### src/verilog/riscv_defines.sv
`default_nettype none

package riscv_defines;

  // datapath width, fixed by the ISA
  localparam int xlen = 32;

  // shift amount only uses the low bits of operand b
  localparam int shamt_width = 5;

  // encoded widths of the enums below
  localparam int alu_op_width = 4;
  localparam int opc_width    = 7;
  localparam int kind_width   = 2;

  // alu operators, sixteen of them fill the 4-bit code
  typedef enum logic [alu_op_width-1:0] {
    alu_add,
    alu_sub,
    alu_xor,
    alu_or,
    alu_and,
    alu_sll,
    alu_srl,
    alu_sra,
    alu_slts,
    alu_sltu,
    alu_eq,
    alu_ne,
    alu_lts,
    alu_ges,
    alu_ltu,
    alu_geu
  } alu_op_e;

  // major opcodes of the supported rv32i classes
  typedef enum logic [opc_width-1:0] {
    opc_load   = 7'b0000011,
    opc_op_imm = 7'b0010011,
    opc_store  = 7'b0100011,
    opc_op     = 7'b0110011,
    opc_branch = 7'b1100011
  } opcode_e;

  // what the execute register does with the alu outputs
  typedef enum logic [kind_width-1:0] {
    kind_alu,
    kind_mem,
    kind_branch,
    kind_illegal
  } ex_kind_e;

endpackage

`default_nettype wire

### src/verilog/riscv_alu_if.sv
`default_nettype none

interface riscv_alu_if;

  // decoder side
  riscv_defines::alu_op_e        operator;
  logic [riscv_defines::xlen-1:0] operand_a;
  logic [riscv_defines::xlen-1:0] operand_b;
  riscv_defines::ex_kind_e       kind;
  logic                          valid;

  // alu side
  logic [riscv_defines::xlen-1:0] result;
  logic [riscv_defines::xlen-1:0] adder_result;
  logic                          comparison_result;

  modport decoder (output operator, operand_a, operand_b, kind, valid);
  modport alu (input operator, operand_a, operand_b,
               output result, adder_result, comparison_result);
  modport stage (input valid, kind, result, adder_result, comparison_result);

endinterface

`default_nettype wire

### src/verilog/riscv_alu_decoder.sv
`default_nettype none

module riscv_alu_decoder
(
  input  logic [riscv_defines::xlen-1:0] instr_i,
  input  logic [riscv_defines::xlen-1:0] rs1_data_i,
  input  logic [riscv_defines::xlen-1:0] rs2_data_i,
  input  logic                          valid_i,
  riscv_alu_if.decoder                  alu
);

  // instruction fields
  logic [riscv_defines::opc_width-1:0] opcode;
  logic [2:0]                          funct3;
  logic [6:0]                          funct7;
  logic                                funct7_zero;
  logic                                funct7_alt;
  logic                                is_op;

  // sign-extended immediates
  logic [riscv_defines::xlen-1:0]      imm_i;
  logic [riscv_defines::xlen-1:0]      imm_s;

  riscv_defines::ex_kind_e             class_kind;
  logic                                bad;

  assign opcode = instr_i[6:0];
  assign funct3 = instr_i[14:12];
  assign funct7 = instr_i[31:25];

  // funct7 of zero is the base op, 0x20 flips to sub or sra
  assign funct7_zero = (funct7 == 7'h00);
  assign funct7_alt  = (funct7 == 7'h20);
  assign is_op       = (opcode == riscv_defines::opc_op);

  assign imm_i = {{20{instr_i[31]}}, instr_i[31:20]};
  assign imm_s = {{20{instr_i[31]}}, instr_i[31:25], instr_i[11:7]};

  // operand a is always rs1
  assign alu.operand_a = rs1_data_i;
  assign alu.valid     = valid_i;
  assign alu.kind      = bad ? riscv_defines::kind_illegal : class_kind;

  // second operand mux
  always_comb
  begin
    case (opcode)
      riscv_defines::opc_op_imm,
      riscv_defines::opc_load:  alu.operand_b = imm_i;
      riscv_defines::opc_store: alu.operand_b = imm_s;
      default:                  alu.operand_b = rs2_data_i;
    endcase
  end

  // operator and class selection
  always_comb
  begin
    alu.operator = riscv_defines::alu_add;
    class_kind   = riscv_defines::kind_alu;
    bad          = 1'b0;

    case (opcode)
      riscv_defines::opc_op,
      riscv_defines::opc_op_imm:
      begin
        // register form requires a clean funct7, except sub and sra
        case (funct3)
          3'b000:
          begin
            if (is_op && funct7_alt)
              alu.operator = riscv_defines::alu_sub;
            else
              bad = is_op && !funct7_zero;
          end
          3'b001:
          begin
            alu.operator = riscv_defines::alu_sll;
            bad          = !funct7_zero;
          end
          3'b010:
          begin
            alu.operator = riscv_defines::alu_slts;
            bad          = is_op && !funct7_zero;
          end
          3'b011:
          begin
            alu.operator = riscv_defines::alu_sltu;
            bad          = is_op && !funct7_zero;
          end
          3'b100:
          begin
            alu.operator = riscv_defines::alu_xor;
            bad          = is_op && !funct7_zero;
          end
          // immediate shifts also carry funct7 in the top bits
          3'b101:
          begin
            alu.operator = funct7_alt ? riscv_defines::alu_sra : riscv_defines::alu_srl;
            bad          = !funct7_zero && !funct7_alt;
          end
          3'b110:
          begin
            alu.operator = riscv_defines::alu_or;
            bad          = is_op && !funct7_zero;
          end
          default:
          begin
            alu.operator = riscv_defines::alu_and;
            bad          = is_op && !funct7_zero;
          end
        endcase
      end

      // address is rs1 plus offset
      riscv_defines::opc_load,
      riscv_defines::opc_store:
      begin
        class_kind = riscv_defines::kind_mem;
      end

      riscv_defines::opc_branch:
      begin
        class_kind = riscv_defines::kind_branch;
        case (funct3)
          3'b000:  alu.operator = riscv_defines::alu_eq;
          3'b001:  alu.operator = riscv_defines::alu_ne;
          3'b100:  alu.operator = riscv_defines::alu_lts;
          3'b101:  alu.operator = riscv_defines::alu_ges;
          3'b110:  alu.operator = riscv_defines::alu_ltu;
          3'b111:  alu.operator = riscv_defines::alu_geu;
          // funct3 2 and 3 are reserved
          default: bad = 1'b1;
        endcase
      end

      default:
      begin
        bad = 1'b1;
      end
    endcase
  end

endmodule

`default_nettype wire

### src/verilog/riscv_alu_simplified.sv
`default_nettype none

module riscv_alu_simplified
(
  input  logic     clk,
  input  logic     rst_n_i,
  riscv_alu_if.alu alu
);

  // mirror a word end for end
  function automatic logic [riscv_defines::xlen-1:0] bit_rev(
    input logic [riscv_defines::xlen-1:0] v
  );
    logic [riscv_defines::xlen-1:0] r;
    for (int k = 0; k < riscv_defines::xlen; k++)
    begin
      r[k] = v[riscv_defines::xlen-1-k];
    end
    return r;
  endfunction

  ////////////////////////////////////////////////////////////
  // adder
  ////////////////////////////////////////////////////////////

  logic                         adder_negate;
  logic                         cmp_signed;
  logic                         ext_a;
  logic                         ext_b;
  logic [riscv_defines::xlen:0] adder_in_a;
  logic [riscv_defines::xlen:0] adder_in_b;
  logic [riscv_defines::xlen:0] adder_sum;

  // sub and every compare run through the adder as a minus b
  always_comb
  begin
    adder_negate = 1'b1;
    cmp_signed   = 1'b0;
    case (alu.operator)
      riscv_defines::alu_add,
      riscv_defines::alu_xor,
      riscv_defines::alu_or,
      riscv_defines::alu_and,
      riscv_defines::alu_sll,
      riscv_defines::alu_srl,
      riscv_defines::alu_sra:  adder_negate = 1'b0;
      riscv_defines::alu_slts,
      riscv_defines::alu_lts,
      riscv_defines::alu_ges:  cmp_signed = 1'b1;
      default:;
    endcase
  end

  // extra top bit gives a sign or zero extension to 33 bits
  assign ext_a = cmp_signed & alu.operand_a[riscv_defines::xlen-1];
  assign ext_b = cmp_signed & alu.operand_b[riscv_defines::xlen-1];

  assign adder_in_a = {ext_a, alu.operand_a};
  assign adder_in_b = adder_negate ? ~{ext_b, alu.operand_b} : {ext_b, alu.operand_b};

  // carry in completes the two's complement
  assign adder_sum = adder_in_a + adder_in_b + {{riscv_defines::xlen{1'b0}}, adder_negate};

  assign alu.adder_result = adder_sum[riscv_defines::xlen-1:0];

  ////////////////////////////////////////////////////////////
  // shifter
  ////////////////////////////////////////////////////////////

  logic                                  shift_left;
  logic                                  shift_arith;
  logic [riscv_defines::shamt_width-1:0] shift_amt;
  logic [riscv_defines::xlen-1:0]        shift_op_a;
  logic [2*riscv_defines::xlen-1:0]      shift_ext;
  logic [2*riscv_defines::xlen-1:0]      shift_wide;
  logic [riscv_defines::xlen-1:0]        shift_right;
  logic [riscv_defines::xlen-1:0]        shift_result;

  assign shift_left  = (alu.operator == riscv_defines::alu_sll);
  assign shift_arith = (alu.operator == riscv_defines::alu_sra);
  assign shift_amt   = alu.operand_b[riscv_defines::shamt_width-1:0];

  // left shift is a right shift of the reversed word
  assign shift_op_a = shift_left ? bit_rev(alu.operand_a) : alu.operand_a;

  // upper half holds the fill bits
  assign shift_ext = {{riscv_defines::xlen{shift_arith & shift_op_a[riscv_defines::xlen-1]}},
                      shift_op_a};

  assign shift_wide   = shift_ext >> shift_amt;
  assign shift_right  = shift_wide[riscv_defines::xlen-1:0];
  assign shift_result = shift_left ? bit_rev(shift_right) : shift_right;

  ////////////////////////////////////////////////////////////
  // comparator
  ////////////////////////////////////////////////////////////

  logic is_equal;
  logic is_greater;
  logic cmp_result;

  // zero difference means equal, sign of the 33-bit difference means less
  assign is_equal   = ~|adder_sum[riscv_defines::xlen-1:0];
  assign is_greater = ~adder_sum[riscv_defines::xlen] & ~is_equal;

  always_comb
  begin
    case (alu.operator)
      riscv_defines::alu_eq:   cmp_result = is_equal;
      riscv_defines::alu_ne:   cmp_result = ~is_equal;
      riscv_defines::alu_ges,
      riscv_defines::alu_geu:  cmp_result = is_greater | is_equal;
      riscv_defines::alu_lts,
      riscv_defines::alu_ltu,
      riscv_defines::alu_slts,
      riscv_defines::alu_sltu: cmp_result = ~(is_greater | is_equal);
      default:                 cmp_result = 1'b0;
    endcase
  end

  assign alu.comparison_result = cmp_result;

  ////////////////////////////////////////////////////////////
  // result mux
  ////////////////////////////////////////////////////////////

  always_comb
  begin
    case (alu.operator)
      riscv_defines::alu_and: alu.result = alu.operand_a & alu.operand_b;
      riscv_defines::alu_or:  alu.result = alu.operand_a | alu.operand_b;
      riscv_defines::alu_xor: alu.result = alu.operand_a ^ alu.operand_b;
      riscv_defines::alu_add,
      riscv_defines::alu_sub: alu.result = adder_sum[riscv_defines::xlen-1:0];
      riscv_defines::alu_sll,
      riscv_defines::alu_srl,
      riscv_defines::alu_sra: alu.result = shift_result;
      // compares return 0 or 1, zero extended
      default:                alu.result = {{(riscv_defines::xlen-1){1'b0}}, cmp_result};
    endcase
  end

endmodule

`default_nettype wire

### src/verilog/riscv_ex_stage.sv
`default_nettype none

module riscv_ex_stage
(
  input  logic                          clk,
  input  logic                          rst_n_i,
  riscv_alu_if.stage                    alu,
  output logic                          valid_o,
  output logic [riscv_defines::xlen-1:0] result_o,
  output logic                          branch_taken_o,
  output logic                          illegal_o
);

  logic [riscv_defines::xlen-1:0] result_d;
  logic                          taken_d;
  logic                          illegal_d;

  logic                          valid_q;
  logic [riscv_defines::xlen-1:0] result_q;
  logic                          taken_q;
  logic                          illegal_q;

  // pick what goes out for this class
  always_comb
  begin
    case (alu.kind)
      riscv_defines::kind_alu: result_d = alu.result;
      riscv_defines::kind_mem: result_d = alu.adder_result;
      // branches and illegal ops show zero
      default:                 result_d = '0;
    endcase
  end

  assign taken_d   = alu.comparison_result && (alu.kind == riscv_defines::kind_branch);
  assign illegal_d = (alu.kind == riscv_defines::kind_illegal);

  always_ff @(posedge clk or negedge rst_n_i)
  begin
    if (!rst_n_i)
    begin
      valid_q   <= 1'b0;
      result_q  <= '0;
      taken_q   <= 1'b0;
      illegal_q <= 1'b0;
    end
    else
    begin
      // strobe follows the input each cycle
      valid_q <= alu.valid;
      // data only moves on a valid cycle, otherwise it holds
      if (alu.valid)
      begin
        result_q  <= result_d;
        taken_q   <= taken_d;
        illegal_q <= illegal_d;
      end
    end
  end

  assign valid_o        = valid_q;
  assign result_o       = result_q;
  assign branch_taken_o = taken_q;
  assign illegal_o      = illegal_q;

endmodule

`default_nettype wire

### src/verilog/riscv_ex_top.sv
`default_nettype none

module riscv_ex_top
(
  input  logic                          clk,
  input  logic                          rst_n_i,
  input  logic                          valid_i,
  input  logic [riscv_defines::xlen-1:0] instr_i,
  input  logic [riscv_defines::xlen-1:0] rs1_data_i,
  input  logic [riscv_defines::xlen-1:0] rs2_data_i,
  output logic                          valid_o,
  output logic [riscv_defines::xlen-1:0] result_o,
  output logic                          branch_taken_o,
  output logic                          illegal_o
);

  // bundle between decode, alu and the output register
  riscv_alu_if alu_bus ();

  // decode and alu are combinational, the stage adds the one cycle
  riscv_alu_decoder decoder0 (
    .instr_i    (instr_i),
    .rs1_data_i (rs1_data_i),
    .rs2_data_i (rs2_data_i),
    .valid_i    (valid_i),
    .alu        (alu_bus.decoder)
  );

  riscv_alu_simplified alu0 (
    .clk     (clk),
    .rst_n_i (rst_n_i),
    .alu     (alu_bus.alu)
  );

  riscv_ex_stage stage0 (
    .clk            (clk),
    .rst_n_i        (rst_n_i),
    .alu            (alu_bus.stage),
    .valid_o        (valid_o),
    .result_o       (result_o),
    .branch_taken_o (branch_taken_o),
    .illegal_o      (illegal_o)
  );

endmodule

`default_nettype wire

### config.mk
export PLATFORM = sky130hd
export DESIGN_NAME = riscv_ex_top
export DESIGN_NICKNAME = d
export VERILOG_FILES = /design/src/verilog/riscv_defines.sv /design/src/verilog/riscv_alu_if.sv /design/src/verilog/riscv_alu_decoder.sv /design/src/verilog/riscv_alu_simplified.sv /design/src/verilog/riscv_ex_stage.sv /design/src/verilog/riscv_ex_top.sv
export SDC_FILE = /design/constraint.sdc
export NUM_CORES = 1
export LEC_CHECK = 0
export ABC_AREA = 1
export BUFFER_PORTS_ARGS = -buffer_cell sky130_fd_sc_hd__buf_2
export CAP_MARGIN = 10
export CORE_UTILIZATION = 61
export CTS_CLUSTER_SIZE = 25
export DETAILED_ROUTE_END_ITERATION = 10
export HOLD_SLACK_MARGIN = 0.08
export PLACE_DENSITY = 0.84
export SETUP_SLACK_MARGIN = 0.2
export SYNTH_ARGS = -nofsm -noshare
export SYNTH_HDL_FRONTEND = slang
export SYNTH_HIERARCHICAL = 1
export SYNTH_SLANG_ARGS = --single-unit
### constraint.sdc
create_clock -name clk -period 0.8 [get_ports clk]
set_input_delay 0.12 -clock clk [delete_from_list [all_inputs] [get_ports clk]]
set_output_delay 0.12 -clock clk [all_outputs]
set_load 0.05 [all_outputs]
==> results.sh, run 1 <==
export IMPL_synth_ff_type="dfrtp_1"
export IMPL_outcome="aborted with a tool error"
export IMPL_cts_sinks=35
export IMPL_synth_seq_area_share_pct=8.608
export IMPL_clk_path_buf_depth=2
export IMPL_dpl_hpwl_um=35630
export IMPL_ys_ff_latch=35
export IMPL_cts_htree_levels=2
export IMPL_placementRows=46
export IMPL_cts_hold_buf=1
export IMPL_synth_area_top_cells="nand2_1 23%, ha_1 12%, dfrtp_1 8.6%, nand3_1 8.6%, inv_1 7.3%"
export IMPL_cts_resized_gates=446
export IMPL_synth_fp_nets=2000
export IMPL_avgSynthCellArea_sq_um=5.640
export IMPL_synth_largest_area_cell="nand2_1"
export IMPL_die_w_um=131.2
export IMPL_syn_area_sq_mm=0.01017
export IMPL_lastStage="clock tree synthesis (4_1_cts)"
export IMPL_ys_types=52
export IMPL_synth_edff_count=0
export IMPL_async_flop_share_pct=100.0
export IMPL_port_buffers=128
export IMPL_cts_buffers=5
export IMPL_initial_core_util_pct=63.36
export IMPL_pin_count=134
export IMPL_cts_root_buf="clkbuf_16"
export IMPL_error="[ERROR DPL-0033] detailed placement checks failed during check placement."
export IMPL_gp_congestion=1.112
export IMPL_chipHeight_um=131.2
export IMPL_post_cts_buffers=58
export IMPL_yosysTopAreaCellShare_pct=23.50
export IMPL_yosys_warnings=6
export IMPL_synthesis_instances=1804
-- synthesized netlist by cell type, types with 17 or more instances --
library cell,count
nand3_2,22
o211ai_1,31
nor2_1,123
buf_2,28
nand2_2,27
nand4_1,17
a21oi_1,43
nand2_1,637
buf_4,35
a221oi_1,22
o21ai_1,81
inv_1,198
xor2_1,36
ha_1,96
o21ai_0,38
nand3_1,175
clkbuf_1,31
dfrtp_1,35
-- metrics by stage --
step / instances / cell area [sq um] / TNS [ps] / utilization, % / setup slack (ps)
3_3_place_gp: 2378 / 13410 / -86140 / 83.52 / -3062
3_5_place_dp: 2378 / 13410 / -92740 / 83.52 / -3346
2_1_floorplan: 1804 / 10500 / -69790 / - / -2595
-- cells by family after synthesis --
kind of cell / synth area share (%)
and+or+nand+nor: 43.40
buffers and inverters: 15.06
AOI/OAI and AO/OA: 16.24
adders and majority gates: 12.00
xor gates and xnor gates: 3.603
DFF: 8.608
muxes: 1.082
==> inputs of run 2 (changes only) <==
--- a/config.mk
+++ b/config.mk
@@ -8,12 +8,9 @@
 export ABC_AREA = 1
 export BUFFER_PORTS_ARGS = -buffer_cell sky130_fd_sc_hd__buf_2
 export CAP_MARGIN = 10
-export CORE_UTILIZATION = 61
-export CTS_CLUSTER_SIZE = 25
+export CORE_UTILIZATION = 40
 export DETAILED_ROUTE_END_ITERATION = 10
-export HOLD_SLACK_MARGIN = 0.08
-export PLACE_DENSITY = 0.84
-export SETUP_SLACK_MARGIN = 0.2
+export PLACE_DENSITY_LB_ADDON = 0.15
 export SYNTH_ARGS = -nofsm -noshare
 export SYNTH_HDL_FRONTEND = slang
 export SYNTH_HIERARCHICAL = 1
==> results.sh, run 2 <==
export IMPL_outcome="finished with violations"
export IMPL_failed_checks="setup timing"
export IMPL_synth_most_common_cell="nand2_1"
export IMPL_synthesis_instances=1804
export IMPL_grt_ovfl_total=0
export IMPL_drv_cap=0
export IMPL_area_delta_synth_final_pct=64.51
export IMPL_p_leak_nw=8.991
export IMPL_initial_core_util_pct=40.64
export IMPL_pin_count=134
export IMPL_vdd_drop_max_mv=1.287
export IMPL_grt_pass1_wl_um=70690
export IMPL_clock_latency_ps=270
export IMPL_ys_types=52
export IMPL_die_w_um=161.5
export IMPL_maxSlewViolCount=0
export IMPL_grt_max_degree=36
export IMPL_synth_largest_area_cell="nand2_1"
export IMPL_gp_congestion=1.008
export IMPL_setup_violations_final=69
export IMPL_crit_top_cell="buf_6"
export IMPL_hold_class="in2reg"
export IMPL_cts_tree="yes"
export IMPL_first_pass_iters=5
export IMPL_synth_edff_count=0
export IMPL_cp_max_fo=5
export IMPL_crit_arrival_ps=3920
export IMPL_tns_ps=-89000
export IMPL_dieArea_sq_mm=0.02608
export IMPL_drive_gt1_share_pct=47.17
export IMPL_ys_ff_latch=35
export IMPL_r2r_cells=2
export IMPL_required_ps=1000
export IMPL_yosys_warnings=6
export IMPL_fin_crit_sh_pct=465.3
export IMPL_wire_per_inst_um=18.02
export IMPL_path_buf_inv=5
export IMPL_cts_htree_levels=2
export IMPL_via_per_inst=5.315
export IMPL_synthTopCellsByCount="637 x nand2_1, 198 x inv_1, 175 x nand3_1, 123 x nor2_1, 96 x ha_1"
export IMPL_wl_um=47090
export IMPL_hold_end="stage0/valid_o$_DFF_PN0_"
export IMPL_dpl_hpwl_um=37250
export IMPL_skew_ps=0
export IMPL_cts_buffers=5
export IMPL_r2r_end="stage0/branch_taken_o$_DFFE_PN0P_"
export IMPL_synth_fp_nets=2000
export IMPL_avgSynthCellArea_sq_um=5.640
export IMPL_drtIter0Drc=1139
export IMPL_cp_start_kind="primary input"
export IMPL_async_flop_share_pct=100.0
export IMPL_largest_reg_flops=32
export IMPL_cp_end_kind="register"
export IMPL_fin_crit_ps=3722
export IMPL_antennaDiodeCount=0
export IMPL_final_util_pct=66.86
export IMPL_ant_nets=0
export IMPL_drc=0
export IMPL_nFillCells=2219
export IMPL_crit_type="in2reg"
export IMPL_cpPeakStageDelay_ps=330
export IMPL_cts_sinks=35
export IMPL_reg2reg_slack_ps=140
export IMPL_core_area_sq_mm=0.02504
export IMPL_chipHeight_um=161.5
export IMPL_synth_ff_type="dfrtp_1"
export IMPL_globalRouteTotalUtil_pct=34.92
export IMPL_clk_path_buf_depth=2
export IMPL_cts_clk_slew_worst_paths_ps=50
export IMPL_yosysTopAreaCellShare_pct=23.50
export IMPL_design_area_sq_mm=0.01674
export IMPL_syn_area_sq_mm=0.01017
export IMPL_fin_ws_ps=-2922
export IMPL_cellPowerDensity_mw_per_mm2=944.6
export IMPL_grt_pass1_vias=12910
export IMPL_vias=13890
export IMPL_num_nets_final=2478
export IMPL_synth_seq_area_share_pct=8.608
export IMPL_r2r_start="stage0/branch_taken_o$_DFFE_PN0P_"
export IMPL_antenna_found_initial=0
export IMPL_hold_start="valid_i"
export IMPL_critPathTopFamily="simple AND/OR/NAND/NOR gates"
export IMPL_maxSlewHeadroom_pct=69.72
export IMPL_port_buffers=128
export IMPL_cts_root_buf="clkbuf_16"
export IMPL_worst_pin_slew_ps=454.2
export IMPL_placementRows=58
export IMPL_crit_path_top_delay_cell="ha_1"
export IMPL_final_common_cell="nand2_1"
export IMPL_place_area_sq_mm=0.01383
export IMPL_hold_viol_final=0
export IMPL_rsz0062_at_grt="true"
export IMPL_hold_path_depth=1
export IMPL_maxClockFrequency_ghz=0.2687
export IMPL_synth_area_top_cells="nand2_1 23%, ha_1 12%, dfrtp_1 8.6%, nand3_1 8.6%, inv_1 7.3%"
export IMPL_final_cell_mix="511 x nand2_1, 415 x buf_4, 178 x inv_1"
-- run 2: area by class of cell --
class	instances	area, sq um	share of cell area, %
Clock buffer	5	125.1	0.7475
Sequential cell	35	875.8	5.232
Multi-Input combinational cell	1443	9658	57.70
Inverter	207	784.5	4.687
Clock inverter	3	43.79	0.2616
Tap cell	330	412.9	2.467
Timing Repair Buffer	590	4838	28.91
-- run 2: stage by stage --
stage | power, mW | instances | setup slack [ps] | hold slack, ps
2_1_floorplan | 6.934 | 1804 | -2595 | -175.6
5_1_grt | 16.74 | 2613 | -3234 | 67.15
3_3_place_gp | 11.15 | 2536 | -3298 | 91.93
3_5_place_dp | 11.20 | 2536 | -3342 | 90.58
6_report | 15.81 | 2613 | -2922 | 63.25
4_1_cts | 14.70 | 2594 | -2816 | 56.83
-- run 2: how the worst max path moves through the flow --
stage / cells after the start / slack (ps) / end / startpoint
after floorplan: 37 / -2600 / stage0/result_o[0]$_DFFE_PN0P_ / instr_i[4]
after global placement: 33 / -3300 / stage0/result_o[0]$_DFFE_PN0P_ / instr_i[4]
after detailed placement: 31 / -3340 / stage0/branch_taken_o$_DFFE_PN0P_ / instr_i[3]
after CTS: 31 / -2820 / stage0/branch_taken_o$_DFFE_PN0P_ / instr_i[3]
after global routing: 35 / -3230 / stage0/result_o[0]$_DFFE_PN0P_ / instr_i[2]
final: 29 / -2920 / stage0/branch_taken_o$_DFFE_PN0P_ / instr_i[2]
-- run 2: kinds of logic after synthesis --
| family | Yosys count | synth area share [%] |
|---|---|---|
| flops | 35 | 8.608 |
| simple gates | 1030 | 43.40 |
| mux | 11 | 1.082 |
| xor+xnor | 41 | 3.603 |
| fa+ha+maj | 97 | 12.00 |
| compound gates | 264 | 16.24 |
| buf+inv | 326 | 15.06 |
-- run 2: worst reg2reg max path: cells and delay by family (launching register included) --
kind / cells / cell delay (ps)
AND/OR/NAND/NOR: 1 / 100
AO/OA/AOI/OAI: 1 / 60
flip-flops: 1 / 400
-- run 2: what timing repair did --
item | 4_1_cts | 5_1_grt
endpoints found under the hold margin | 35 | 0
endpoints found under the setup margin | 69 | 69
pin swaps | 91 | 114
hold buffers | 1 | 0
gates resized for setup | 341 | 216
gates cloned | 7 | 1
buffers inserted | 44 | 20
-- run 2: metal layers --
layer | GRT usage, % | vias to the layer above | routed length [um]
li1 | - | 6811 | -
met4 | 15.48 | 0 | 2415
met1 | 47.69 | 6456 | 20560
met3 | 2.722 | 108 | 2991
met2 | 55.98 | 512 | 21120
met5 | 0 | - | 0
-- run 2: where the power goes --
part	total [mW]	switching [mW]	internal, mW	leakage (nW)
logic	11.8	6.58	5.21	8.43
registers	1.84	0.0302	1.81	0.482
clock network	2.18	0.714	1.47	0.0838
Note: power is estimated with default switching activity, not from simulation.
